### config.mk
export PLATFORM = sky130hd
export DESIGN_NAME = dmem_bus_master
export DESIGN_NICKNAME = d
export VERILOG_FILES = /design/src/source/cpu_types_pkg.sv /design/src/source/pipe_types_pkg.sv /design/src/source/dmem_bus_master.sv
export VERILOG_INCLUDE_DIRS = /design/src /design/src/source
export SDC_FILE = /design/constraint.sdc
export NUM_CORES = 1
export LEC_CHECK = 0
export BUFFER_PORTS_ARGS = -buffer_cell sky130_fd_sc_hd__buf_2
export CAP_MARGIN = 20
export CORE_MARGIN = 2
export CORE_UTILIZATION = 45
export CTS_CLUSTER_DIAMETER = 200
export CTS_CLUSTER_SIZE = 16
export DETAILED_ROUTE_END_ITERATION = 7
export GPL_ROUTABILITY_DRIVEN = 0
export PLACE_DENSITY_LB_ADDON = 0.12
export SLEW_MARGIN = 20
export SYNTH_ARGS = -nofsm -noshare
export SYNTH_HDL_FRONTEND = slang
export SYNTH_SLANG_ARGS = --single-unit
### constraint.sdc
create_clock -name CLK -period 3.8 [get_ports CLK]
set_input_delay 0.38 -clock CLK [delete_from_list [all_inputs] [get_ports CLK]]
set_output_delay 0.38 -clock CLK [all_outputs]
set_load 0.05 [all_outputs]
### src/source/pipe_defines.svh
// width and depth macros for the memory/writeback pipeline, include where a size is needed
`ifndef PIPE_DEFINES_SVH
`define PIPE_DEFINES_SVH

// data and address width
`define WORD_W 32

// register file address width
`define REG_W 5

// data ram depth in words
`define DMEM_WORDS 256

`endif

### src/source/cpu_types_pkg.sv
// basic processor types shared by every pipeline stage, imported by stages and other packages
`include "pipe_defines.svh"

package cpu_types_pkg;

    // one machine word
    typedef logic [`WORD_W-1:0] word_t;

    // register number
    typedef logic [`REG_W-1:0] regbits_t;

    // writeback source select
    typedef enum logic [1:0] {
        // alu result
        WSEL_ALU  = 2'd0,
        // link address for jal
        WSEL_NPC  = 2'd1,
        // word from data memory
        WSEL_LOAD = 2'd2,
        // extended immediate, lui style
        WSEL_IMM  = 2'd3
    } wsel_t;

endpackage

### src/source/pipe_types_pkg.sv
// pipeline latch, data request and wishbone bus types, imported by the memory side modules
package pipe_types_pkg;

    import cpu_types_pkg::*;

    // execute/memory latch
    typedef struct packed {
        word_t    PC;
        word_t    NPC;
        word_t    Instruction;
        word_t    port_a;
        word_t    port_b;
        word_t    port_o;
        word_t    Imm_Ext;
        word_t    BranchAddr;
        regbits_t Rw;
        logic     RegWEN;
        wsel_t    MemtoReg;
        logic     dREN;
        logic     dWEN;
        logic     halt;
        logic     BEQ;
        logic     BNE;
        logic     zero;
        // prediction made in fetch
        logic     branch_taken;
        logic     emergency_flush;
        logic [1:0] JumpSel;
    } execute_t;

    // memory/writeback latch
    typedef struct packed {
        regbits_t Rw;
        logic     RegWEN;
        wsel_t    MemtoReg;
        logic     halt;
        word_t    NPC;
        word_t    port_o;
        word_t    dmemload;
        word_t    Imm_Ext;
    } memory_t;

    // data request toward the bus master
    typedef struct packed {
        logic  ren;
        logic  wen;
        word_t addr;
        word_t store;
    } dmem_req_t;

    // branch resolution back to fetch
    typedef struct packed {
        logic       BranchTaken;
        logic       branch_mispredict;
        word_t      BranchAddr;
        word_t      JumpAddr;
        logic [1:0] JumpSel;
        word_t      port_a;
        word_t      PC;
    } branch_res_t;

    // wishbone classic, master to slave
    typedef struct packed {
        logic  cyc;
        logic  stb;
        logic  we;
        word_t adr;
        word_t dat;
    } wb_m2s_t;

    // wishbone classic, slave to master
    typedef struct packed {
        logic  ack;
        word_t dat;
    } wb_s2m_t;

    // register file write port
    typedef struct packed {
        logic     wen;
        regbits_t wsel;
        word_t    wdat;
    } regwrite_t;

    // bus master states
    typedef enum logic {
        BUS_IDLE = 1'b0,
        BUS_WAIT = 1'b1
    } bus_state_t;

endpackage

### src/source/dmem_bus_master.sv
// wishbone classic master that runs one bus cycle per data request from the memory stage
`timescale 1ns/1ps
`include "pipe_defines.svh"

module dmem_bus_master (
    input  logic                     CLK,
    input  logic                     nRST,
    input  pipe_types_pkg::dmem_req_t dmem_req,
    output logic                     dhit,
    output cpu_types_pkg::word_t      dmemload,
    output pipe_types_pkg::wb_m2s_t   wb_m2s,
    input  pipe_types_pkg::wb_s2m_t   wb_s2m
);

    import pipe_types_pkg::*;

    bus_state_t state;
    wb_m2s_t    m2s_q;
    logic       req_valid;

    assign req_valid = dmem_req.ren | dmem_req.wen;

    always_ff @(posedge CLK, negedge nRST) begin
        if (!nRST) begin
            state <= BUS_IDLE;
            m2s_q <= '0;
        end else begin
            case (state)
                BUS_IDLE: begin
                    if (req_valid) begin
                        state     <= BUS_WAIT;
                        m2s_q.cyc <= 1'b1;
                        m2s_q.stb <= 1'b1;
                        m2s_q.we  <= dmem_req.wen;
                        // byte address to word address
                        m2s_q.adr <= {2'b00, dmem_req.addr[`WORD_W-1:2]};
                        m2s_q.dat <= dmem_req.store;
                    end
                end
                BUS_WAIT: begin
                    // adr, we and dat stay put until ack
                    if (wb_s2m.ack) begin
                        state     <= BUS_IDLE;
                        m2s_q.cyc <= 1'b0;
                        m2s_q.stb <= 1'b0;
                        m2s_q.we  <= 1'b0;
                    end
                end
                default: begin
                    state <= BUS_IDLE;
                end
            endcase
        end
    end

    assign wb_m2s = m2s_q;

    // hit in the ack cycle, data straight from the slave
    assign dhit     = (state == BUS_WAIT) & wb_s2m.ack;
    assign dmemload = wb_s2m.dat;

endmodule

==> impl_metrics.yaml <==
placed_design:
  dp_cells: 352
  dpl_worst_slack_ps: 2080
  io_buffers: 132
  hpwlAfterDp_um: 4700
logic_synthesis:
  yosys.area_share.simple_pct: 1.04
  synth_cell_types: 16
  syn_area_per_cell_um2: 16.6
  yosys_register_bits: 65
  synth_area_leaders: "dfrtp_1 (54%), mux2_4 (30%), buf_4 (8.7%), buf_12 (4.0%), mux2_2 (0.75%)"
  synthArstFlopShare_pct: 100
  synth_mux_area_share_pct: 30.7
  netlist_instances: 181
  synth_area_um2: 3010
  yosysMostFrequentCell: "dfrtp_1"
  synth_fa_ha_area_share_pct: 0
  synth_xor_area_share_pct: 0
  seq_area_frac_synth_pct: 54.1
  synth_edf_count: 0
  ys.flop_type: "dfrtp_1"
  ys_warn_count: 0
  synth.largest_area_cell: "dfrtp_1"
  synth_top_family_by_area: "multiplexers"
  synth-compound-area-share_pct: 0.791
  synth_common_cells: "dfrtp_1 (65), mux2_4 (60), buf_4 (35)"
  netlist.area_leader.share_pct: 54.1
timing:
  drv_slew: 0
  slew_headroom_pct: 39.1
  final.setup_skew_ps: 5.91
  post-route-min-period_ps: 1600
  setup_viol: 0
  worstMarginPinSlew_ps: 914
  setup_tns_ps: 0
  finalWorstSetupSlack_ps: 2200
  fin_crit_sh_pct: 42.0
  holdWs_ps: 182
  hold_viol_final: 0
  clock.fmax_mhz: 627
  grt_setup_unrepaired: "false"
pwr:
  cellPowerDensity_nw_per_um2: 712
  pwr-share-seq_pct: 35.9
  swShare_pct: 41.3
  p_clk_share_pct: 22.5
  p_int_mw: 1.51
  leakagePower_nw: 1.96
  peakVddDrop_v: 0.000322
  power_frac_comb_pct: 41.6
  netSwitchingPower_mw: 1.06
clock_network:
  hold_buffers: 0
  cts.clk_slew.worst_paths_ps: 70
  post-cts-setup-buffers: 0
  clockBufferDepth: 2
  cts_tree: "done"
  cts_resized: 0
  cts-root-buf: "clkbuf_8"
  h-tree-depth: 3
  clock_latency_ps: 330
  clock_sinks: 65
  cts_made_buffers: 9
setup_path:
  r2r-end: "wb_m2s[21]"
  reg2regPathDepth: 3
  crit_chain: "o21bai_4 -> buf_4 -> mux2_2"
  crit_fanout: 32
  crit_start: "state"
  cpMaxStageDelayCell: "buf_4"
  end_kind: "register"
  rrSetupSlack_ps: 2200
  crit_type: "register to register"
  worstPathArrival_ps: 1810
  timing.rr.start: "state"
  start_kind: "register"
  max_stage_delay_ps: 490
  crit_required_ps: 4010
status:
  violations: "DRC"
  status: "finished, violations left"
finish:
  nets: 387
  final_core_util_pct: 56.1
  syn_to_final_growth_pct: 19.9
  n_antenna_cell: 0
  nFillCells: 563
  stdcell_count: 368
  drive_above_1_share_pct: 73.5
floorplanning:
  die_y_um: 85.7
  start_util_pct: 46.8
  io_pins: 201
  fp-row-count: 29
  die_area_um2: 7350
  die_w_um: 85.7
  core_area_um2: 6420
detailed_routing:
  vias: 1685
  wl_per_cell_um: 17.2
  antenna_left: 0
  vias_per_cell: 4.58
  drt-pass1-iter-count: 6
  drt-total-wl_um: 6320
  drc: 12
  drt_iter0_drc: 65
global_routing:
  grt_use_total_pct: 17.6
  grt_max_degree: 43
  grt_antenna_before_repair: 0
  grt.overflow.total: 0
  grt_pass1_vias: 1795
  grt_pass1_wl_um: 9680
min_path:
  min_path_type: "primary input to asynchronous set/reset pin"
flow_run:
  max_cap_violations: 0
==> worst max path at each step <==
stage / endpoint / cells after the start
after floorplan: wb_m2s[66] / 1
after global placement: wb_m2s[20] / 4
after global routing: wb_m2s[21] / 3
final: wb_m2s[21] / 3
after detailed placement: wb_m2s[21] / 4
after CTS: wb_m2s[21] / 3
==> flip-flops by register name (all words and copies together), names as in the netlist <==
register,cells
state,1
wb_m2s,64
==> layer usage <==
| metal | vias up | global-route usage [%] | share of wire (%) |
|---|---|---|---|
| met4 | 0 | 9.67 | 2.6 |
| met1 | 771 | 21.1 | 37 |
| li1 | 786 | - | - |
| met3 | 17 | 6.54 | 12 |
| met5 | - | 0 | 0 |
| met2 | 111 | 27.5 | 48 |
==> cell type report <==
| cell class | instances | area [µm²] | area share, % |
|---|---|---|---|
| Sequential cell | 65 | 1630 | 45.1 |
| Multi-Input combinational cell | 74 | 997 | 27.7 |
| Timing Repair Buffer | 135 | 683 | 19.0 |
| Clock buffer | 11 | 141 | 3.92 |
| Tap cell | 77 | 96.3 | 2.67 |
| Clock inverter | 5 | 55.1 | 1.53 |
| Inverter | 1 | 3.75 | 0.104 |
==> power groups by stage <==
stage,logic [mW],clock network [mW],registers (mW)
2_1_floorplan,0.406,0,1.47
3_3_place_gp,1.07,0,0.928
3_5_place_dp,1.08,0,0.928
4_1_cts,1.08,0.599,0.921
5_1_grt,1.11,0.631,0.944
6_report,1.07,0.576,0.921
==> placed cells by master (no fill, tap or decap), drive strengths merged <==
master / n
dfrtp: 65
nand2: 1
clkinv: 2
nor3: 2
and2: 1
o22ai: 1
bufinv: 1
o21bai: 1
clkinvlp: 2
conb: 2
a21oi: 2
nor2: 1
buf: 135
clkbuf: 11
nand2b: 1
inv: 1
mux2: 62
==> through the flow <==
step / cell area (µm²) / total power [mW]
global route: 3600 / 2.68
floorplan: 3010 / 1.87
detailed placement: 3410 / 2.00
finish: 3600 / 2.56
CTS: 3600 / 2.60
global placement: 3410 / 2.00
==> cell families (layout without fill, tap and decap cells) <==
family                 count (synthesis)  after routing
multiplexers                          62             62
other                                  1              2
AND/OR/NAND/NOR                        6              6
buffers and inverters                 43            152
flip-flops                            65             65
AO/OA/AOI/OAI                          4              4
==> critical path, delay by kind of cell, from the launching register on <==
family,cells,cell delay [ps]
compound gates,1,150
buf+inv,1,490
flops,1,420
mux,1,410
Power figures use the tool's default switching activity.
