--- config.mk ---
export PLATFORM = sky130hd
export DESIGN_NAME = writeback_stage
export DESIGN_NICKNAME = d
export VERILOG_FILES = /design/src/source/cpu_types_pkg.sv /design/src/source/pipe_types_pkg.sv /design/src/source/writeback_stage.sv
export VERILOG_INCLUDE_DIRS = /design/src /design/src/source
export SDC_FILE = /design/constraint.sdc
export NUM_CORES = 1
export LEC_CHECK = 0
export BUFFER_PORTS_ARGS = -buffer_cell sky130_fd_sc_hd__buf_2
export CAP_MARGIN = 20
export CELL_PAD_IN_SITES_DETAIL_PLACEMENT = 0
export CELL_PAD_IN_SITES_GLOBAL_PLACEMENT = 1
export CORE_MARGIN = 1
export CORE_UTILIZATION = 14
export DETAILED_ROUTE_END_ITERATION = 12
export PLACE_DENSITY_LB_ADDON = 0.1
export SYNTH_ARGS = -nofsm -noshare
export SYNTH_HDL_FRONTEND = slang
export SYNTH_SLANG_ARGS = --single-unit
--- constraint.sdc ---
create_clock -name vclk -period 0.81
set_clock_uncertainty 0.05 [all_clocks]
set_input_delay 0.0405 -clock vclk [all_inputs]
set_output_delay 0.0405 -clock vclk [all_outputs]
set_load 0.01 [all_outputs]
--- src/source/pipe_defines.svh ---
// width and depth macros for the memory/writeback pipeline, include where a size is needed
`ifndef PIPE_DEFINES_SVH
`define PIPE_DEFINES_SVH

// data and address width
`define WORD_W 32

// register file address width
`define REG_W 5

// data ram depth in words
`define DMEM_WORDS 256

`endif

--- src/source/cpu_types_pkg.sv ---
// basic processor types shared by every pipeline stage, imported by stages and other packages
`include "pipe_defines.svh"

package cpu_types_pkg;

    // one machine word
    typedef logic [`WORD_W-1:0] word_t;

    // register number
    typedef logic [`REG_W-1:0] regbits_t;

    // writeback source select
    typedef enum logic [1:0] {
        // alu result
        WSEL_ALU  = 2'd0,
        // link address for jal
        WSEL_NPC  = 2'd1,
        // word from data memory
        WSEL_LOAD = 2'd2,
        // extended immediate, lui style
        WSEL_IMM  = 2'd3
    } wsel_t;

endpackage

--- src/source/pipe_types_pkg.sv ---
// pipeline latch, data request and wishbone bus types, imported by the memory side modules
package pipe_types_pkg;

    import cpu_types_pkg::*;

    // execute/memory latch
    typedef struct packed {
        word_t    PC;
        word_t    NPC;
        word_t    Instruction;
        word_t    port_a;
        word_t    port_b;
        word_t    port_o;
        word_t    Imm_Ext;
        word_t    BranchAddr;
        regbits_t Rw;
        logic     RegWEN;
        wsel_t    MemtoReg;
        logic     dREN;
        logic     dWEN;
        logic     halt;
        logic     BEQ;
        logic     BNE;
        logic     zero;
        // prediction made in fetch
        logic     branch_taken;
        logic     emergency_flush;
        logic [1:0] JumpSel;
    } execute_t;

    // memory/writeback latch
    typedef struct packed {
        regbits_t Rw;
        logic     RegWEN;
        wsel_t    MemtoReg;
        logic     halt;
        word_t    NPC;
        word_t    port_o;
        word_t    dmemload;
        word_t    Imm_Ext;
    } memory_t;

    // data request toward the bus master
    typedef struct packed {
        logic  ren;
        logic  wen;
        word_t addr;
        word_t store;
    } dmem_req_t;

    // branch resolution back to fetch
    typedef struct packed {
        logic       BranchTaken;
        logic       branch_mispredict;
        word_t      BranchAddr;
        word_t      JumpAddr;
        logic [1:0] JumpSel;
        word_t      port_a;
        word_t      PC;
    } branch_res_t;

    // wishbone classic, master to slave
    typedef struct packed {
        logic  cyc;
        logic  stb;
        logic  we;
        word_t adr;
        word_t dat;
    } wb_m2s_t;

    // wishbone classic, slave to master
    typedef struct packed {
        logic  ack;
        word_t dat;
    } wb_s2m_t;

    // register file write port
    typedef struct packed {
        logic     wen;
        regbits_t wsel;
        word_t    wdat;
    } regwrite_t;

    // bus master states
    typedef enum logic {
        BUS_IDLE = 1'b0,
        BUS_WAIT = 1'b1
    } bus_state_t;

endpackage

--- src/source/writeback_stage.sv ---
// writeback stage turning the mem/wb latch into a register file write and the halt flag
`timescale 1ns/1ps

module writeback_stage (
    input  pipe_types_pkg::memory_t   memory_p,
    output pipe_types_pkg::regwrite_t regwrite,
    output logic                     halt
);

    import cpu_types_pkg::*;

    word_t wdat;

    // pick the value to write back
    always_comb begin
        case (memory_p.MemtoReg)
            WSEL_ALU:  wdat = memory_p.port_o;
            WSEL_NPC:  wdat = memory_p.NPC;
            WSEL_LOAD: wdat = memory_p.dmemload;
            WSEL_IMM:  wdat = memory_p.Imm_Ext;
            default:   wdat = memory_p.port_o;
        endcase
    end

    // register zero is hardwired, never written
    always_comb begin
        regwrite.wen  = memory_p.RegWEN & (memory_p.Rw != '0);
        regwrite.wsel = memory_p.Rw;
        regwrite.wdat = wdat;
    end

    assign halt = memory_p.halt;

endmodule

==> reports/results.ini, run 1 <==
[outcome]
status = complete, but fails checks
violations = setup timing

[drt]
via_per_inst = 4.342
drtIter0Drc = 11
wl_um = 4274
post_drt_wl_per_cell_um = 14.64
postRouteAntennaNets = 0
firstDrtPassIters = 2
num_vias = 1268
drc_errors = 0

[clock_tree]
hold_buffers = 0
post_cts_buffers = 0

[global_route]
gr-usage-met1_pct = 12.87
antenna_found_initial = 0
grt_busiest_layer = met2
grt_pass1_vias = 1225
grt_util_met2_pct = 24.03
met3_usage_pct = 0.7865
grt_max_degree = 21
grt_pass1_wl_um = 5685
grt_usage_pct = 11.39
grt_overflow_total = 0

[synthesis]
syn_area_sq_um = 874.6
netlist.area_leader.share_pct = 77.25
syn_area_per_cell_sq_um = 18.61
synth_area_leaders = mux4_2 77%, buf_12 6.9%, mux4_1 6.0%
synthTopCellsByCount = 30 x mux4_2, 6 x buf_4, 3 x buf_12, 3 x buf_2, 2 x mux4_1
syn-num-nets = 184
netlist_instances = 47
yosysTopAreaCell = mux4_2
yosysMostFrequentCell = mux4_2
ys_seq_area_share_pct = 0
netlist-cell-type-count = 8
synth_warnings = 0

[die]
dieArea_sq_mm = 0.006567
ioPinCount = 176
core.rowCount = 28
die_h_um = 81.04
initial_core_util_pct = 14.60
core-area_sq_mm = 0.005991
die-width_um = 81.04

[critical_path]
arrival_ns = 0.97
cp_max_fo = 7
end_kind = primary output
crit_path_cell_trace = buf_16 > buf_12 > mux4_2 > buf_6
max_stage_delay_ns = 0.52
startpoint_type = input pin
cp_slowest_cell = mux4_2
critical_path_class = in -> out
critPathRequiredTime_ns = 0.72

[cells_and_area]
register_area_sq_um = 0
drive_gt1_share_pct = 99.54
clkbuf_count = 0
syn_to_final_growth_pct = 135.5
nFlopsAndLatches = 0
nets = 356
diodes = 0

[timing]
worst_slack_ns = -0.2462
fmax_mhz = 946.8
fin_hold_ws_ns = 0.03111
hold_violations = 0
max_slew.worst_pin.slew_ns = 0.1171
rsz0062_at_grt = true
period_share_pct = 130.4
tns_ns = -7.515
setup_viol = 33
slew_violations = 0
fin_crit_ns = 1.056
relSlewSlack_pct = 92.20

[run]
maxCapViolations = 0

[placed_design]
io_buffers = 174
gp_congestion = 0.7062

[min_path]
min_path_type = in -> out

[power_and_ir_drop]
total_power_mw = 1.237
p_leak_nw = 1.041
p_per_area_mw_per_mm2 = 600.5
ir_worst_vdd_mv = 0.2670

## cell families (layout without fill, tap and decap cells)
group                  count (synthesis)  count (layout)  synth area share [%]
and+or+nand+nor                        1               1                0.8587
buffers and inverters                 13             183                 15.02
AOI/OAI and AO/OA                      1               1                0.8587
muxes                                 32              32                 83.26
## where the power goes
part           internal (mW)  switching, mW
Clock                      0              0
Combinational          0.822          0.415
Sequential                 0              0
Total                  0.822          0.415
## placed cells by master (no fill, tap or decap)
cell type,n
clkbuf_16,1
or4_4,1
buf_4,1
buf_6,22
buf_16,4
buf_2,151
mux4_2,32
o21a_1,1
buf_12,4
## per-stage QoR
stage | setup WS (ns) | utilization [%] | std cells | cell area [sq um]
3_3_place_gp | -0.3389 | 29.97 | 288 | 1795
2_1_floorplan | -0.08404 | - | 47 | 883.3
5_1_grt | -0.2734 | 34.38 | 292 | 2059
4_1_cts | -0.2543 | 32.00 | 291 | 1917
3_5_place_dp | -0.3584 | 29.97 | 288 | 1795
6_report | -0.2462 | 34.38 | 292 | 2059
## worst paths after layout
kind / start / to / slack (ns) / depth (start not counted)
max: memory_p[129] / regwrite[12] / -0.25 / 4
min: memory_p[128] / halt / 0.03 / 0
## area by class of cell
cell class,instances,area [sq um]
fillers,632,3931
repair buffers,183,1226
multi-input cells,34,739.5
well taps,75,93.84
## routing by layer
layer,vias to the layer above,wire (um),share of wire (%)
li1,572,-,-
met5,-,0,0
met4,0,0,0
met2,100,2364,55
met1,596,1483,35
met3,0,426,10
## worst max-delay path: cells and delay by family
family                 cells  cell delay, ns
buffers and inverters      3            0.41
muxes                      1            0.52
## timing repair
item	in CTS	in global routing
gates cloned	3	1
setup endpoints to repair	33	33
gates resized for setup	16	19
(Power assumes the default switching activity.)
==> run 2: changes to the inputs <==
--- a/config.mk
+++ b/config.mk
@@ -6,12 +6,13 @@
 export SDC_FILE = /design/constraint.sdc
 export NUM_CORES = 1
 export LEC_CHECK = 0
+export ABC_CLOCK_PERIOD_IN_PS = 1200
 export BUFFER_PORTS_ARGS = -buffer_cell sky130_fd_sc_hd__buf_2
 export CAP_MARGIN = 20
 export CELL_PAD_IN_SITES_DETAIL_PLACEMENT = 0
 export CELL_PAD_IN_SITES_GLOBAL_PLACEMENT = 1
 export CORE_MARGIN = 1
-export CORE_UTILIZATION = 14
+export CORE_UTILIZATION = 16
 export DETAILED_ROUTE_END_ITERATION = 12
 export PLACE_DENSITY_LB_ADDON = 0.1
 export SYNTH_ARGS = -nofsm -noshare
==> constraint.sdc (replaced) <==
create_clock -name vclk -period 1.2
set_clock_uncertainty 0.05 [all_clocks]
set_input_delay 0.06 -clock vclk [all_inputs]
set_output_delay 0.06 -clock vclk [all_outputs]
set_load 0.01 [all_outputs]
==> reports/results.ini, run 2 (synthesis gave the netlist of run 1 again) <==
[cells_and_area]
register_area_sq_um = 0  ; unchanged
fin_util_pct = 35.32  ; was 34.38%
final_cell_mix = 170 x buf_2, 30 x mux4_2, 4 x buf_6  ; was 151 x buf_2, 32 x mux4_2, 22 x buf_6
syn_to_final_growth_pct = 108.9  ; was 135.5%
drive_gt1_share_pct = 98.12  ; was 99.54%
finalNonFillerCells = 283  ; was 292
fill_cells = 543  ; was 632
fin_area_sq_mm = 0.001827  ; was 0.002059 sq mm
nets = 352  ; was 356
final_common_cell = buf_2  ; unchanged
diodes = 0  ; unchanged
nFlopsAndLatches = 0  ; unchanged
clkbuf_count = 0  ; unchanged

[placed_design]
dpl-instance-area_sq_mm = 0.001769  ; was 0.001795 sq mm
place_inst = 282  ; was 288
dp_hpwl_um = 3690
gp_congestion = 0.9743  ; was 0.7062
post-place-ws_ns = -0.02441  ; was -0.3584 ns
io_buffers = 174  ; unchanged

[timing]
worst_slack_ns = 0.01712  ; was -0.2462 ns
period_share_pct = 98.57
rsz0062_at_grt = true  ; unchanged
fmax_mhz = 845.4
slew_violations = 0  ; unchanged
hold_violations = 0  ; unchanged
max_slew.worst_pin.slew_ns = 0.1781  ; was 0.1171 ns
fin_hold_ws_ns = 0.07000  ; was 0.03111 ns
tns_ns = 0  ; was -7.515 ns
fin_crit_ns = 1.183
setup_viol = 0  ; was 33
relSlewSlack_pct = 88.13  ; was 92.20%

[power_and_ir_drop]
p_per_area_mw_per_mm2 = 383.3  ; was 600.5 mW/mm^2
total_power_mw = 0.7002  ; was 1.237 mW
ir_worst_vdd_mv = 0.1094  ; was 0.2670 mV
p_leak_nw = 0.9605  ; was 1.041 nW

[critical_path]
cp_max_fo = 6  ; was 7
critPathRequiredTime_ns = 1.09  ; was 0.72 ns
critical_path_class = in -> out  ; unchanged
startpoint_type = input pin  ; unchanged
arrival_ns = 1.07  ; was 0.97 ns
end_kind = primary output  ; unchanged

[drt]
firstDrtPassIters = 4  ; was 2
post_drt_wl_per_cell_um = 14.48  ; was 14.64 um
num_vias = 1229  ; was 1,268
wl_um = 4098  ; was 4274 um
drtIter0Drc = 8  ; was 11
via_per_inst = 4.343  ; was 4.342
postRouteAntennaNets = 0  ; unchanged
drc_errors = 0  ; unchanged

[global_route]
grt_max_degree = 21  ; unchanged
grt_pass1_vias = 1355  ; was 1,225
antenna_found_initial = 0  ; unchanged
grt_usage_pct = 13.65  ; was 11.39%
grt_overflow_total = 0  ; unchanged
grt_pass1_wl_um = 6375  ; was 5685 um

[die]
die-width_um = 75.94  ; was 81.04 um
core.rowCount = 26  ; was 28
initial_core_util_pct = 16.91  ; was 14.60%
ioPinCount = 176  ; unchanged
dieArea_sq_mm = 0.005766  ; was 0.006567 sq mm
core-area_sq_mm = 0.005172  ; was 0.005991 sq mm
die_h_um = 75.94  ; was 81.04 um

[run]
maxCapViolations = 0  ; unchanged

[clock_tree]
hold_buffers = 0  ; unchanged
post_cts_buffers = 0  ; unchanged

[min_path]
min_path_type = in -> out  ; unchanged

[outcome]
status = finished clean  ; was complete, but fails checks

run 2: final timing paths:
check  cells past startpoint     startpoint           end  slack [ns]
min                        0  memory_p[128]          halt        0.07
max                        4  memory_p[129]  regwrite[25]        0.02
run 2: report_power, final:
group	switching, mW	leakage, nW	internal (mW)
combinational	0.252	0.960	0.448
sequential	0	0	0
clock	0	0	0
total	0.252	0.960	0.448
run 2: layer usage:
layer / global-route usage (%) / routed length (um) / vias up
met4: 0.1923 / 0 / 0
met1: 12.39 / 1183 / 578
met2: 31.82 / 2554 / 89
met5: 0 / 0 / -
li1: - / - / 562
met3: 1.807 / 360 / 0
run 2: layout make-up:
type	count	area, sq um	area share, %
repair buffers	179	996.0	54.52
multi-input cells	34	743.2	40.68
well taps	70	87.58	4.795
run 2: critical path, stage by stage:
cell and delay (ns):
buf_6 0.11, bufbuf_16 0.27, mux4_2 0.50, buf_6 0.14
run 2: what timing repair did:
action,in CTS,in global routing
pin swaps,0,0
endpoints found under the setup margin,20,5
gates cloned,1,0
gates resized for setup,3,2
==> run 3: changes to the inputs <==
--- a/config.mk
+++ b/config.mk
@@ -14,7 +14,7 @@
 export CORE_MARGIN = 1
 export CORE_UTILIZATION = 16
 export DETAILED_ROUTE_END_ITERATION = 12
-export PLACE_DENSITY_LB_ADDON = 0.1
+export PLACE_DENSITY_LB_ADDON = 0.2
 export SYNTH_ARGS = -nofsm -noshare
 export SYNTH_HDL_FRONTEND = slang
 export SYNTH_SLANG_ARGS = --single-unit
==> reports/results.ini, run 3 (synthesis gave the netlist of run 1 again) <==
[outcome]
status = finished clean  ; unchanged

[drt]
drtIter0Drc = 14  ; was 8
wl_um = 3921  ; was 4098 um
postRouteAntennaNets = 0  ; unchanged
via_per_inst = 4.242  ; was 4.343
drc_errors = 0  ; unchanged
firstDrtPassIters = 4  ; unchanged
post_drt_wl_per_cell_um = 13.76  ; was 14.48 um
num_vias = 1209  ; was 1,229

[min_path]
worstHoldEndpoint = halt  ; unchanged
min_path_cells = 0  ; unchanged
min_from = memory_p[128]  ; unchanged
min_path_type = in -> out  ; unchanged

[power_and_ir_drop]
power_frac_clock_pct = 0  ; about the same
combPwrFrac_pct = 100.0  ; about the same
ir_worst_vdd_mv = 0.1697  ; was 0.1094 mV
p_per_area_mw_per_mm2 = 378.2  ; was 383.3 mW/mm^2
switching_share_pct = 36.24  ; was 35.98%
p_seq_share_pct = 0  ; about the same
p_leak_nw = 0.9612  ; was 0.9605 nW
p_int_mw = 0.4420  ; was 0.4482 mW
switchingPower_mw = 0.2512  ; was 0.2519 mW

[timing]
period_share_pct = 93.16  ; was 98.57%
fmax_mhz = 894.5  ; was 845.4 MHz
slew_violations = 0  ; unchanged
setup_viol = 0  ; unchanged
rsz0062_at_grt = false  ; was true
hold_violations = 0  ; unchanged
fin_hold_ws_ns = 0.07002  ; was 0.07000 ns
relSlewSlack_pct = 88.05  ; was 88.13%
max_slew.worst_pin.slew_ns = 0.1792  ; was 0.1781 ns
tns_ns = 0  ; unchanged
fin_crit_ns = 1.118  ; was 1.183 ns

[cells_and_area]
drive_gt1_share_pct = 98.60  ; was 98.12%
final_common_cell = buf_2  ; unchanged
nFlopsAndLatches = 0  ; unchanged
clkbuf_count = 0  ; unchanged
register_area_sq_um = 0  ; unchanged
diodes = 0  ; unchanged
nets = 354  ; was 352
syn_to_final_growth_pct = 109.6  ; was 108.9%
final_cell_mix = 173 x buf_2, 31 x mux4_2, 3 x buf_12  ; was 170 x buf_2, 30 x mux4_2, 4 x buf_6

[critical_path]
cp_max_fo = 10  ; was 6
cp_slowest_cell = mux4_2  ; unchanged
crit_family = multiplexers  ; was buffers and inverters
critPathBufInv = 3  ; unchanged
critPathRequiredTime_ns = 1.09  ; about the same
critical_path_class = in -> out  ; unchanged
arrival_ns = 1.01  ; was 1.07 ns
max_stage_delay_ns = 0.50  ; about the same
startpoint_type = input pin  ; unchanged
end_kind = primary output  ; unchanged
crit_path_cell_trace = buf_6 > buf_12 > mux4_2 > buf_2  ; was buf_6 > bufbuf_16 > mux4_2 > buf_6

[die]
die_h_um = 75.94  ; unchanged
core.rowCount = 26  ; unchanged
die-width_um = 75.94  ; unchanged
ioPinCount = 176  ; unchanged
initial_core_util_pct = 16.91  ; unchanged
core-area_sq_mm = 0.005172  ; unchanged
dieArea_sq_mm = 0.005766  ; unchanged

[placed_design]
io_buffers = 174  ; unchanged
gp_congestion = 0.7087  ; was 0.9743

[global_route]
grt_max_degree = 21  ; unchanged
grt_overflow_total = 0  ; unchanged
grt_pass1_vias = 1307  ; was 1,355
grt_usage_pct = 12.12  ; was 13.65%
antenna_found_initial = 0  ; unchanged
grt_pass1_wl_um = 5816  ; was 6375 um

[run]
maxCapViolations = 0  ; unchanged

run 3: power groups by stage:
stage                     Combinational [mW]  Clock [mW]  Sequential, mW
after floorplan                        0.350           0               0
after global placement                 0.669           0               0
after detailed placement               0.674           0               0
after CTS                              0.676           0               0
after global routing                   0.752           0               0
final                                  0.693           0               0
run 3: worst max path at each step:
| stage | startpoint | end | slack, ns | depth (start not counted) |
|---|---|---|---|---|
| after floorplan | memory_p[129] | regwrite[0] | 0.24 | 3 |
| after global placement | memory_p[129] | regwrite[21] | 0.004 | 4 |
| after detailed placement | memory_p[129] | regwrite[13] | -0.0008 | 4 |
| after CTS | memory_p[129] | regwrite[13] | -0.002 | 4 |
| after global routing | memory_p[129] | regwrite[28] | 0.02 | 4 |
| final | memory_p[129] | regwrite[13] | 0.08 | 4 |
run 3: metrics by stage:
step | setup slack [ns] | total power, mW | instance area [sq um] | util (%) | std cells
2_1_floorplan | 0.2412 | 0.3500 | 874.6 | - | 47
5_1_grt | 0.02060 | 0.7518 | 1833 | 35.44 | 285
6_report | 0.08210 | 0.6932 | 1833 | 35.44 | 285
3_3_place_gp | 0.003503 | 0.6686 | 1769 | 34.20 | 282
3_5_place_dp | -0.0007708 | 0.6735 | 1769 | 34.20 | 282
4_1_cts | -0.001816 | 0.6762 | 1765 | 34.13 | 282
run 3: routing by layer:
| layer | wire length, um | track usage [%] | vias to the layer above |
|---|---|---|---|
| li1 | - | - | 566 |
| met1 | 1464 | 14.92 | 557 |
| met2 | 2117 | 23.45 | 84 |
| met3 | 332 | 1.566 | 2 |
| met4 | 6 | 0.3846 | 0 |
| met5 | 0 | 0 | - |
run 3: final cells by class:
type,instances,area [sq um]
well taps,70,87.58
fillers,549,3339
multi-input cells,34,739.5
repair buffers,181,1006
run 3: what timing repair did:
item	in CTS	in global routing
endpoints found under the hold margin	0	0
gates cloned	0	3
setup endpoints to repair	2	21
hold buffers	0	0
setup buffers	0	0
pin swaps	0	0
resized for setup	1	3
