==> config.mk <==
export PLATFORM = sky130hd
export DESIGN_NAME = memory_stage
export DESIGN_NICKNAME = d
export VERILOG_FILES = /design/src/source/cpu_types_pkg.sv /design/src/source/pipe_types_pkg.sv /design/src/source/memory_stage.sv
export VERILOG_INCLUDE_DIRS = /design/src /design/src/source
export SDC_FILE = /design/constraint.sdc
export NUM_CORES = 1
export LEC_CHECK = 0
export BUFFER_PORTS_ARGS = -buffer_cell sky130_fd_sc_hd__buf_2
export CORE_AREA = 3 3 266 268
export DETAILED_ROUTE_END_ITERATION = 10
export DIE_AREA = 0 0 269 271
export GPL_ROUTABILITY_DRIVEN = 0
export PLACE_DENSITY = 0.46
export SETUP_SLACK_MARGIN = 0.05
export SLEW_MARGIN = 30
export SYNTH_ARGS = -nofsm -noshare
export SYNTH_HDL_FRONTEND = slang
export SYNTH_SLANG_ARGS = --single-unit
export TNS_END_PERCENT = 1
==> constraint.sdc <==
create_clock -name CLK -period 3.05 [get_ports CLK]
set_input_delay 0.915 -clock CLK [delete_from_list [all_inputs] [get_ports CLK]]
set_output_delay 0.915 -clock CLK [all_outputs]
set_load 0.005 [all_outputs]
==> src/source/pipe_defines.svh <==
// width and depth macros for the memory/writeback pipeline, include where a size is needed
`ifndef PIPE_DEFINES_SVH
`define PIPE_DEFINES_SVH

// data and address width
`define WORD_W 32

// register file address width
`define REG_W 5

// data ram depth in words
`define DMEM_WORDS 256

`endif

==> src/source/cpu_types_pkg.sv <==
// basic processor types shared by every pipeline stage, imported by stages and other packages
`include "pipe_defines.svh"

package cpu_types_pkg;

    // one machine word
    typedef logic [`WORD_W-1:0] word_t;

    // register number
    typedef logic [`REG_W-1:0] regbits_t;

    // writeback source select
    typedef enum logic [1:0] {
        // alu result
        WSEL_ALU  = 2'd0,
        // link address for jal
        WSEL_NPC  = 2'd1,
        // word from data memory
        WSEL_LOAD = 2'd2,
        // extended immediate, lui style
        WSEL_IMM  = 2'd3
    } wsel_t;

endpackage

==> src/source/pipe_types_pkg.sv <==
// pipeline latch, data request and wishbone bus types, imported by the memory side modules
package pipe_types_pkg;

    import cpu_types_pkg::*;

    // execute/memory latch
    typedef struct packed {
        word_t    PC;
        word_t    NPC;
        word_t    Instruction;
        word_t    port_a;
        word_t    port_b;
        word_t    port_o;
        word_t    Imm_Ext;
        word_t    BranchAddr;
        regbits_t Rw;
        logic     RegWEN;
        wsel_t    MemtoReg;
        logic     dREN;
        logic     dWEN;
        logic     halt;
        logic     BEQ;
        logic     BNE;
        logic     zero;
        // prediction made in fetch
        logic     branch_taken;
        logic     emergency_flush;
        logic [1:0] JumpSel;
    } execute_t;

    // memory/writeback latch
    typedef struct packed {
        regbits_t Rw;
        logic     RegWEN;
        wsel_t    MemtoReg;
        logic     halt;
        word_t    NPC;
        word_t    port_o;
        word_t    dmemload;
        word_t    Imm_Ext;
    } memory_t;

    // data request toward the bus master
    typedef struct packed {
        logic  ren;
        logic  wen;
        word_t addr;
        word_t store;
    } dmem_req_t;

    // branch resolution back to fetch
    typedef struct packed {
        logic       BranchTaken;
        logic       branch_mispredict;
        word_t      BranchAddr;
        word_t      JumpAddr;
        logic [1:0] JumpSel;
        word_t      port_a;
        word_t      PC;
    } branch_res_t;

    // wishbone classic, master to slave
    typedef struct packed {
        logic  cyc;
        logic  stb;
        logic  we;
        word_t adr;
        word_t dat;
    } wb_m2s_t;

    // wishbone classic, slave to master
    typedef struct packed {
        logic  ack;
        word_t dat;
    } wb_s2m_t;

    // register file write port
    typedef struct packed {
        logic     wen;
        regbits_t wsel;
        word_t    wdat;
    } regwrite_t;

    // bus master states
    typedef enum logic {
        BUS_IDLE = 1'b0,
        BUS_WAIT = 1'b1
    } bus_state_t;

endpackage

==> src/source/memory_stage.sv <==
// memory stage: data request, branch resolution, forwarding data and the mem/wb latch
`timescale 1ns/1ps
`include "pipe_defines.svh"

module memory_stage (
    input  logic                       CLK,
    input  logic                       nRST,
    input  pipe_types_pkg::execute_t    execute_p,
    input  logic                       ihit,
    input  logic                       flush,
    input  logic                       freeze,
    input  logic                       dhit,
    input  cpu_types_pkg::word_t        dmemload,
    output pipe_types_pkg::dmem_req_t   dmem_req,
    output logic                       mem_busy,
    output pipe_types_pkg::memory_t     memory_p,
    output pipe_types_pkg::branch_res_t branch_res,
    output cpu_types_pkg::word_t        forwarding_unit_data
);

    import cpu_types_pkg::*;
    import pipe_types_pkg::*;

    memory_t next_memory;
    word_t   load_q;
    logic    access_done;
    logic    advance;
    logic    is_branch;

    // latch moves only once the data access has finished
    assign advance = ihit & ~mem_busy & ~freeze;

    // set on dhit, cleared when the instruction leaves
    always_ff @(posedge CLK, negedge nRST) begin
        if (!nRST) begin
            access_done <= 1'b0;
        end else if (advance) begin
            access_done <= 1'b0;
        end else if (dhit) begin
            access_done <= 1'b1;
        end
    end

    // load data held until the latch advances
    always_ff @(posedge CLK, negedge nRST) begin
        if (!nRST) begin
            load_q <= '0;
        end else if (dhit) begin
            load_q <= dmemload;
        end
    end

    // stores are dropped once halt reaches this stage
    always_comb begin
        dmem_req.ren   = execute_p.dREN & ~access_done;
        dmem_req.wen   = execute_p.dWEN & ~execute_p.halt & ~access_done;
        dmem_req.addr  = execute_p.port_o;
        dmem_req.store = execute_p.port_b;
    end

    assign mem_busy = dmem_req.ren | dmem_req.wen;

    always_comb begin
        next_memory.Rw       = execute_p.Rw;
        next_memory.RegWEN   = execute_p.RegWEN;
        next_memory.MemtoReg = execute_p.MemtoReg;
        next_memory.halt     = execute_p.halt;
        next_memory.NPC      = execute_p.NPC;
        next_memory.port_o   = execute_p.port_o;
        next_memory.dmemload = load_q;
        next_memory.Imm_Ext  = execute_p.Imm_Ext;
    end

    // flush wins over freeze and advance
    always_ff @(posedge CLK, negedge nRST) begin
        if (!nRST) begin
            memory_p <= '0;
        end else if (flush) begin
            memory_p <= '0;
        end else if (advance) begin
            memory_p <= next_memory;
        end
    end

    assign is_branch = execute_p.BEQ | execute_p.BNE;

    always_comb begin
        branch_res.BranchTaken = (execute_p.BEQ & execute_p.zero) |
                                 (execute_p.BNE & ~execute_p.zero);
        // wrong direction, or a taken guess whose target was bad
        branch_res.branch_mispredict = is_branch &
            ((execute_p.branch_taken != branch_res.BranchTaken) |
             (execute_p.branch_taken & execute_p.emergency_flush));
        branch_res.BranchAddr = execute_p.BranchAddr;
        branch_res.JumpAddr   = {execute_p.NPC[`WORD_W-1 -: 4],
                                 execute_p.Instruction[25:0], 2'b00};
        branch_res.JumpSel    = execute_p.JumpSel;
        branch_res.port_a     = execute_p.port_a;
        branch_res.PC         = execute_p.PC;
    end

    // load data is not ready yet, so nothing to forward
    always_comb begin
        case (execute_p.MemtoReg)
            WSEL_ALU: forwarding_unit_data = execute_p.port_o;
            WSEL_NPC: forwarding_unit_data = execute_p.NPC;
            WSEL_IMM: forwarding_unit_data = execute_p.Imm_Ext;
            default:  forwarding_unit_data = '0;
        endcase
    end

endmodule

==> flow_summary_export.csv, run 1 <==
group,metric,value,unit
setup_path,max_stage_delay,330,ps
sta,fmax,359,MHz
run,maxCapViolations,0,
clock_tree,cts_tree,"built",
sta,setup_viol,0,
yosys,ys_seq_elements,170,
setup_path,startpoint_type,"input pin",
sta,period_share,0.914,
yosys,async_flop_share,1.00,
floorplan,start_util,0.148,
sta,fin_ws,263,ps
grt,grt_pass1_vias,7427,
floorplan,io-pin-count,680,
grt,grt_max_degree,109,
setup_path,arrival,1870,ps
sta,slew-limit-headroom,0.640,
routing,vias,7169,
yosys,yosys.area.top_type_share,0.419,
yosys,synthesis.area,10100,um2
setup_path,path_max_fanout,14,
sta,final_max_slew_viol_count,0,
yosys,synth_adder_area_share,0,
final_layout,drive_gt1_frac,0.392,
routing,wl_per_cell,16.8,um
routing,wl,34.8,mm
grt,antenna_found_initial,4,
routing,vias_per_cell,3.46,
clock_tree,clk_latency,470,ps
setup_path,path_common_cell,"buf_2",
yosys,ys_types,22,
setup_path,reg2reg_depth,5,
yosys,muxShareOfSynthArea,0.203,
clock_tree,clkTransAtPathRegs,80,ps
sta,finalHoldViolCount,0,
yosys,synth_top_family_by_area,"multiplexers",
routing,drc,0,
final_layout,fin_nets,1438,
sta,max_slew.worst_pin.slew,540,ps
yosys,syn_inst,978,
yosys,synthFlopType,"dfrtp_1",
sta,setup_tns,0,ps
yosys,synthTopCellsByArea,"dfrtp_1 (42%), nand2b_1 (17%), mux2i_1 (17%)",
grt,gr-total-overflow,0,
floorplan,core-area,68600,um2
setup_path,required,2130,ps
sta,fin_crit,2790,ps
clock_tree,cts_made_buffers,17,
clock_tree,clock_sinks,170,
clock_tree,htreeDepth,4,
sta,rsz0062_at_grt,"no",
yosys,synth_edf_count,0,
placed_design,hpwlAfterDp,26.0,mm
clock_tree,hold_buffers,0,
outcome,outcome,"finished clean",
final_layout,fillCellCount,7635,
power_and_ir_drop,powerDensity,467,nW/um2
yosys,synth_compound_gate_area_share,0.0173,
setup_path,crit_slowest_cell,"buf_4",
placed_design,portBuffers,359,
grt,grt_pass1_wl,49.9,mm
sta,whs,420,ps
final_layout,antenna_cells,0,
placed_design,dp.cells,2038,
yosys,synthXorXnorAreaFrac,0,
setup_path,path_buf_inv,3,
routing,drtIter0Drc,264,
yosys,synthSimpleGateAreaFrac,0.187,
routing,dr.pass1.iters,4,
floorplan,dieArea,72900,um2
final_layout,final_cells,2070,
yosys,synth_warnings,0,
setup_path,endpoint_kind,"output pin",
power_and_ir_drop,leakage,5.75,nW
worst_hold_path,hold_path_class,"input pin to asynchronous set/reset pin",
setup_path,path_delay_family,"buffers and inverters",
setup_path,crit_type,"input pin to output pin",
clock_tree,post_cts_resized,0,
power_and_ir_drop,power,0.00572,W
setup_path,path_cells,"buf_2, buf_4, mux2i_1, o21ai_1, buf_2",
grt,grt_usage,0.0943,
floorplan,chipHeight,271,um
sta,finalClockSkew,7.87,ps
routing,ant_nets,0,
floorplan,die_w,269,um
placed_design,place_ws,251,ps
clock_tree,postCtsSetupRepairBufs,0,
setup_path,critical_path_depth,5,
power_and_ir_drop,peakVddDrop,0.328,mV
final_layout,area_growth,20.8,%
clock_tree,clockRootBuffer,"clkbuf_16",
yosys,yosysSeqAreaShare,0.419,
floorplan,std_cell_rows,96,
clock_tree,clockBufferDepth,2,
yosys,synth_largest_area_cell,"dfrtp_1",
yosys,avgSynthCellArea,10.4,um2
-- layer usage --
layer,vias to the layer above,part of all wire,GRT usage
met1,3466,0.39,0.104
met3,109,0.093,0.0390
met2,337,0.48,0.154
met4,2,0.044,0.0497
met5,-,0.00037,0
li1,3255,-,-
-- area by class of cell --
| type | instances | area (um2) | area share |
|---|---|---|---|
| repair buffers | 382 | 2080 | 0.170 |
| clock buffers | 18 | 429 | 0.0350 |
| clock inverters | 14 | 160 | 0.0131 |
| well taps | 931 | 1160 | 0.0951 |
| flip-flops and latches | 170 | 4250 | 0.347 |
| multi-input cells | 554 | 4160 | 0.339 |
| inverters | 1 | 3.75 | 0.000306 |
-- placed cells by master, fill, tap and decap left out, drive strengths merged --
cell	n
bufinv	2
nand2	32
inv	7
mux2i	169
nor2	2
a21oi	1
nor2b	2
conb	2
dfrtp	170
clkinvlp	2
buf	381
nand2b	274
clkbuf	19
clkinv	4
or2	1
and2	1
mux2	33
nor4b	1
o21ai	34
nor3b	2
-- state kept, by name, summed over array words and instances (netlist names) --
register and flops:
access_done 1, load_q 32, memory_p 137
-- power breakdown --
group / internal, W / total (W) / switching [W]
Clock: 0.00123 / 0.00231 / 0.00108
Sequential: 0.00239 / 0.00247 / 0.0000733
Combinational: 0.000448 / 0.000944 / 0.000495
Total: 0.00407 / 0.00572 / 0.00165
-- final timing paths --
path,end,slack (ps),startpoint
hold / removal,memory_p[41],420,nRST
min in group CLK,load_q[5],500,load_q[5]
max in group asynchronous,memory_p[115],1900,nRST
setup reg to reg,memory_p[89],1220,access_done
setup / recovery,forwarding_unit_data[24],260,execute_p[10]
hold reg to reg,load_q[5],500,load_q[5]
-- cells in the mapped netlist, drive strengths merged, types with 2 or more instances --
cell type / number
nand2: 32
clkbuf: 42
nor3b: 2
nand2b: 274
o21ai: 34
mux2: 33
dfrtp: 170
nor2b: 2
nor2: 2
buf: 212
mux2i: 169
-- worst register-to-register path: stages, from the launching register on --
cell	delay, ps
dfrtp_1	410
nor2b_1	130
nor4b_4	320
buf_12	240
buf_12	330
mux2i_1	320
-- through the flow --
| step | area, um2 | util |
|---|---|---|
| 6_report | 12300 | 0.179 |
| 5_1_grt | 12300 | 0.179 |
| 3_3_place_gp | 11700 | 0.170 |
| 2_1_floorplan | 10100 | - |
| 4_1_cts | 12300 | 0.179 |
| 3_5_place_dp | 11700 | 0.170 |
-- logic make-up (layout without fill, tap and decap cells) --
| family | count (synthesis) | in the layout |
|---|---|---|
| multiplexers | 202 | 202 |
| buffers and inverters | 255 | 415 |
| AO/OA/AOI/OAI | 35 | 35 |
| other | 1 | 2 |
| AND/OR/NAND/NOR | 315 | 315 |
| flip-flops | 170 | 170 |
(Power assumes the default switching activity.)
==> inputs of run 2 (changes only) <==
Settings changed: GPL_TIMING_DRIVEN set to 0.
==> flow_summary_export.csv, run 2 (same netlist as run 1, synthesis figures left out) <==
group,metric,value,unit
outcome,outcome,"finished clean",
sta,whs,330,ps
setup_path,endpoint_kind,"output pin",
clock_tree,cts_tree,"built",
final_layout,final_cells,2462,
power_and_ir_drop,leakage,7.38,nW
setup_path,arrival,2010,ps
routing,dr.pass1.iters,4,
floorplan,std_cell_rows,96,
setup_path,path_buf_inv,3,
floorplan,die_w,269,um
final_layout,largest_reg_flops,137,
floorplan,dieArea,72900,um2
placed_design,dp.cells,2425,
power_and_ir_drop,powerDensity,414,nW/um2
power_and_ir_drop,p_sw_frac,0.305,
routing,ant_nets,0,
final_layout,final_common_cell,"buf_2",
placed_design,hpwlAfterDp,36.5,mm
floorplan,io-pin-count,680,
power_and_ir_drop,seq_power_share,0.406,
run,maxCapViolations,0,
power_and_ir_drop,pwr-share-clk,0.375,
sta,final_max_slew_viol_count,0,
floorplan,start_util,0.148,
setup_path,path_delay_family,"buffers and inverters",
placed_design,place_ws,-1200,ps
routing,vias,8644,
clock_tree,clk_latency,490,ps
sta,fmax,341,MHz
routing,drtIter0Drc,344,
clock_tree,clockBufferDepth,2,
routing,wl,45.5,mm
final_layout,layout_common_cells,"buf_2 (514), nand2b_1 (274), buf_4 (206)",
final_layout,area_growth,44.9,%
clock_tree,clockRootBuffer,"clkbuf_16",
final_layout,final_area,14700,um2
clock_tree,htreeDepth,4,
grt,grt_max_degree,75,
clock_tree,clkTransAtPathRegs,70,ps
setup_path,reg2reg_from,"access_done",
sta,max_slew.worst_pin.slew,909,ps
final_layout,largest-register,"memory_p",
final_layout,fin_nets,1827,
placed_design,postPlaceCellArea,14000,um2
power_and_ir_drop,p_sw,0.00185,W
floorplan,core-area,68600,um2
routing,drc,0,
final_layout,drive_gt1_frac,0.529,
setup_path,path_max_fanout,10,
clock_tree,clock_sinks,170,
final_layout,reg.largest.list,"memory_p: 137 flops, load_q: 32 flops, access_done: 1 flops",
sta,period_share,0.961,
grt,grt_pass1_vias,9057,
clock_tree,cts_made_buffers,17,
grt,antenna_found_initial,8,
power_and_ir_drop,peakVddDrop,0.376,mV
grt,grt_usage,0.122,
sta,finalHoldViolCount,0,
power_and_ir_drop,internal_power,0.00423,W
setup_path,path_cells,"buf_6, clkbuf_1, o21ai_1, buf_2",
grt,gr-total-overflow,0,
setup_path,max_stage_delay,550,ps
power_and_ir_drop,power,0.00609,W
setup_path,startpoint_type,"input pin",
sta,slew-limit-headroom,0.394,
final_layout,fillCellCount,7574,
routing,wl_per_cell,18.5,um
setup_path,crit_start,"execute_p[11]",
clock_tree,hold_buffers,0,
placed_design,portBuffers,512,
sta,fin_crit,2930,ps
setup_path,crit_slowest_cell,"clkbuf_1",
setup_path,crit_type,"input pin to output pin",
sta,setup_viol,0,
power_and_ir_drop,pwr-share-comb,0.219,
sta,fin_ws,120,ps
floorplan,chipHeight,271,um
sta,finalClockSkew,21.1,ps
setup_path,required,2130,ps
routing,vias_per_cell,3.51,
grt,grt_pass1_wl,63.0,mm
sta,rsz0062_at_grt,"no",
worst_hold_path,hold_path_class,"input pin to asynchronous set/reset pin",
-- run 2: power groups by stage --
stage / sequential (W) / combinational, W / clock [W]
after global routing: 0.00249 / 0.00148 / 0.00250
after CTS: 0.00247 / 0.00138 / 0.00242
after global placement: 0.00251 / 0.00134 / 0
after floorplan: 0.00251 / 0.000645 / 0
after detailed placement: 0.00251 / 0.00135 / 0
final: 0.00247 / 0.00133 / 0.00228
-- run 2: final timing paths --
path	end	slack, ps	cells after the start
max	forwarding_unit_data[23]	120	4
min	load_q[17]	330	1
max reg2reg	memory_p[70]	800	5
min reg2reg	load_q[4]	500	1
max in group asynchronous	memory_p[15]	1930	2
min in group CLK	load_q[4]	500	1
-- run 2: through the flow --
step	util	TNS [ps]
final	0.214	0
after global routing	0.214	0
after CTS	0.214	0
after detailed placement	0.203	-32140
after global placement	0.202	-412810
after floorplan	-	0
-- run 2: worst register-to-register path, cell delays in order, from the launching register on --
cell,delay [ps]
dfrtp_1,510
nor2b_1,170
nor4b_2,410
buf_2,480
buf_4,350
mux2i_1,240
-- run 2: layout make-up --
| type | instances | area, um2 | area share |
|---|---|---|---|
| sequential | 170 | 4250 | 0.289 |
| timing repair buffer | 518 | 2700 | 0.183 |
| inverter | 1 | 3.75 | 0.000255 |
| clock buffer | 17 | 425 | 0.0289 |
| antenna | 3 | 7.51 | 0.000511 |
| clock inverter | 15 | 156 | 0.0106 |
| multi-input combinational | 554 | 4160 | 0.283 |
| tap | 931 | 1160 | 0.0793 |
| buffer | 253 | 1820 | 0.124 |
-- run 2: what timing repair did --
action,4_1_cts,5_1_grt
pin swaps,1,0
endpoints found under the setup margin,32,21
gates resized for setup,25,4
buffers inserted,3,0
-- run 2: layer usage --
layer	global-route usage	up-vias	wire, um
met5	0	-	13
met4	0.0348	2	677
met3	0.0356	31	3430
met2	0.214	371	22800
met1	0.143	4195	18600
li1	-	4045	-
==> inputs of run 3 (changes only) <==
Settings changed: ABC_AREA set to 1, BUFFER_PORTS_ARGS -buffer_cell sky130_fd_sc_hd__buf_2 to unset, DONT_BUFFER_PORTS set to 1, PLACE_DENSITY 0.46 to 0.37.
==> flow_summary_export.csv, run 3 <==
group,metric,value,unit
outcome,outcome,"finished clean",
setup_path,startpoint_type,"input pin",
routing,drc,0,
routing,ant_nets,0,
final_layout,layout_common_cells,"nand2_1 (344), buf_4 (207), dfrtp_1 (170)",
yosys,synth_edf_count,0,
routing,wl_per_cell,20.8,um
yosys,synth_largest_area_cell,"dfrtp_1",
sta,finalClockSkew,15.9,ps
setup_path,path_buf_inv,1,
setup_path,path_delay_family,"buffers and inverters",
clock_tree,clk_latency,480,ps
setup_path,crit_type,"input pin to output pin",
run,maxCapViolations,0,
yosys,ys_seq_elements,170,
clock_tree,clkTransAtPathRegs,70,ps
power_and_ir_drop,peakVddDrop,0.351,mV
floorplan,io-pin-count,680,
setup_path,crit_slowest_cell,"clkbuf_2",
yosys,synthTopCellsByArea,"dfrtp_1 (44%), buf_4 (16%), nand2_1 (13%)",
final_layout,reg.largest.list,"memory_p: 137 flops, load_q: 32 flops, access_done: 1 flops",
setup_path,max_stage_delay,410,ps
floorplan,start_util,0.141,
grt,use_met1,0.142,
placed_design,portBuffers,0,
routing,dr.pass1.iters,5,
yosys,synthFlopType,"dfrtp_1",
yosys,async_flop_share,1.00,
floorplan,std_cell_rows,96,
power_and_ir_drop,pwr-share-clk,0.401,
power_and_ir_drop,leakage,6.11,nW
placed_design,hpwlAfterDp,36.8,mm
power_and_ir_drop,internal_power,0.00408,W
clock_tree,clockRootBuffer,"clkbuf_16",
sta,period_share,0.946,
sta,fmax,347,MHz
clock_tree,postCtsSetupRepairBufs,0,
grt,grt_pass1_vias,8307,
routing,wl,46.8,mm
grt,grt_pass1_wl,63.3,mm
grt,grt_max_degree,171,
setup_path,endpoint_kind,"output pin",
setup_path,arrival,1970,ps
final_layout,multiInputGateArea,3010,um2
power_and_ir_drop,p_sw,0.00191,W
final_layout,final-seq-area,4250,um2
grt,antenna_found_initial,4,
setup_path,required,2130,ps
yosys,avgSynthCellArea,7.56,um2
final_layout,largest-register,"memory_p",
yosys,synthesis.area,9670,um2
routing,vias,8183,
sta,setup_viol,0,
clock_tree,cts_tree,"built",
final_layout,final_common_cell,"nand2_1",
sta,fin_crit,2880,ps
grt,gr-total-overflow,0,
sta,slew-limit-headroom,0.472,
routing,drtIter0Drc,458,
clock_tree,htreeDepth,4,
setup_path,path_cells,"nand2_1, clkbuf_2, o221ai_1",
sta,final_max_slew_viol_count,0,
sta,setup_tns,0,ps
final_layout,drive_gt1_frac,0.221,
grt,met2_usage,0.211,
grt,grt_usage,0.124,
floorplan,dieArea,72900,um2
final_layout,fillCellCount,7831,
clock_tree,clock_sinks,170,
yosys,yosysSeqAreaShare,0.440,
power_and_ir_drop,seq_power_share,0.443,
floorplan,core-area,68600,um2
yosys,synth_commonest_cells,"nand2_1 (344), buf_4 (207), dfrtp_1 (170)",
yosys,synth_warnings,0,
sta,whs,131,ps
final_layout,area_growth,18.7,%
yosys,yosys.area.top_type_share,0.440,
final_layout,fin_nets,1612,
clock_tree,clockBufferDepth,2,
power_and_ir_drop,pwr-share-comb,0.156,
grt,met3_usage,0.0490,
yosys,ys_types,20,
yosys,yosysMostFrequentCell,"nand2_1",
setup_path,path_max_fanout,10,
final_layout,largest_reg_flops,137,
grt,grt-busiest-layer,"met2",
routing,vias_per_cell,3.64,
sta,max_slew.worst_pin.slew,791,ps
floorplan,chipHeight,271,um
sta,finalHoldViolCount,0,
sta,rsz0062_at_grt,"no",
worst_hold_path,hold_path_class,"input pin to asynchronous set/reset pin",
floorplan,die_w,269,um
power_and_ir_drop,powerDensity,522,nW/um2
clock_tree,hold_buffers,0,
clock_tree,cts_made_buffers,17,
power_and_ir_drop,p_sw_frac,0.318,
yosys,syn_inst,1280,
## run 3: cell types whose count changed in the layout (fill, tap and decap cells not counted), moves of 18 or more
| cell | delta |
|---|---|
| nand3_1 | +138 |
| o21ai_0 | +31 |
| inv_1 | +144 |
| nor2_1 | +138 |
| buf_2 | -479 |
| mux2_2 | -30 |
| clkbuf_1 | -18 |
| nand2_1 | +313 |
| nand2b_1 | -274 |
| mux2i_1 | -169 |
| o221ai_1 | +32 |
| o21ai_1 | -28 |
## run 3: layout make-up
type,count,share of cell area
well taps,931,0.101
clock inverters,14,0.0150
plain buffers,269,0.164
inverters,146,0.0477
multi-input cells,696,0.262
clock buffers,18,0.0383
flip-flops and latches,170,0.371
diodes,3,0.000654
## run 3: layer usage
layer / wire length (um) / vias to the layer above / part of all wire
li1: - / 3785 / -
met1: 18500 / 3963 / 0.39
met2: 23100 / 395 / 0.49
met3: 4380 / 38 / 0.093
met4: 870 / 2 / 0.019
met5: 13 / - / 0.00028
## run 3: cell families (layout without fill, tap and decap cells)
kind of cell    Yosys count  in the layout  synth area share
flops                   170            170             0.440
buf+inv                 415            447             0.249
simple gates            628            628             0.264
compound gates           66             66            0.0466
other cells               1              5          0.000388
## run 3: power groups by stage
stage	clock, W	sequential, W	combinational [W]
after global placement	0	0.00270	0.000960
after floorplan	0	0.00260	0.000674
after CTS	0.00255	0.00266	0.000969
after global routing	0.00260	0.00268	0.00106
after detailed placement	0	0.00270	0.000963
final	0.00240	0.00265	0.000934
## run 3: path summary, 6_finish.rpt
| kind | startpoint | to | slack [ps] | depth (start not counted) |
|---|---|---|---|---|
| max | execute_p[10] | forwarding_unit_data[4] | 170 | 3 |
| max reg2reg | access_done | memory_p[20] | 1310 | 7 |
| min in group CLK | load_q[23] | load_q[23] | 530 | 2 |
| min | nRST | load_q[10] | 130 | 0 |
| min reg2reg | load_q[23] | load_q[23] | 530 | 2 |
| max in group asynchronous | nRST | memory_p[23] | 2400 | 0 |
## run 3: through the flow
step	setup WS, ps	power [W]	area [um2]	utilization	cells
floorplan	584	0.00328	9680	-	1281
global placement	-358	0.00367	10800	0.158	2212
detailed placement	-285	0.00367	10800	0.158	2212
CTS	3.87	0.00618	11500	0.167	2244
global route	136	0.00634	11500	0.167	2245
finish	166	0.00599	11500	0.167	2247
## run 3: worst reg2reg max path, stage by stage, from the launching register on
cell     delay (ps)
dfrtp_1         380
nor2_1           50
nand2_1         100
nand3_2         180
nand2_4         270
buf_2           320
nand2_1         260
nand2_1         120
## run 3: timing repair
action,4_1_cts,5_1_grt
setup endpoints to repair,27,1
pin swaps,0,0
cloned,0,0
resized for setup,12,2
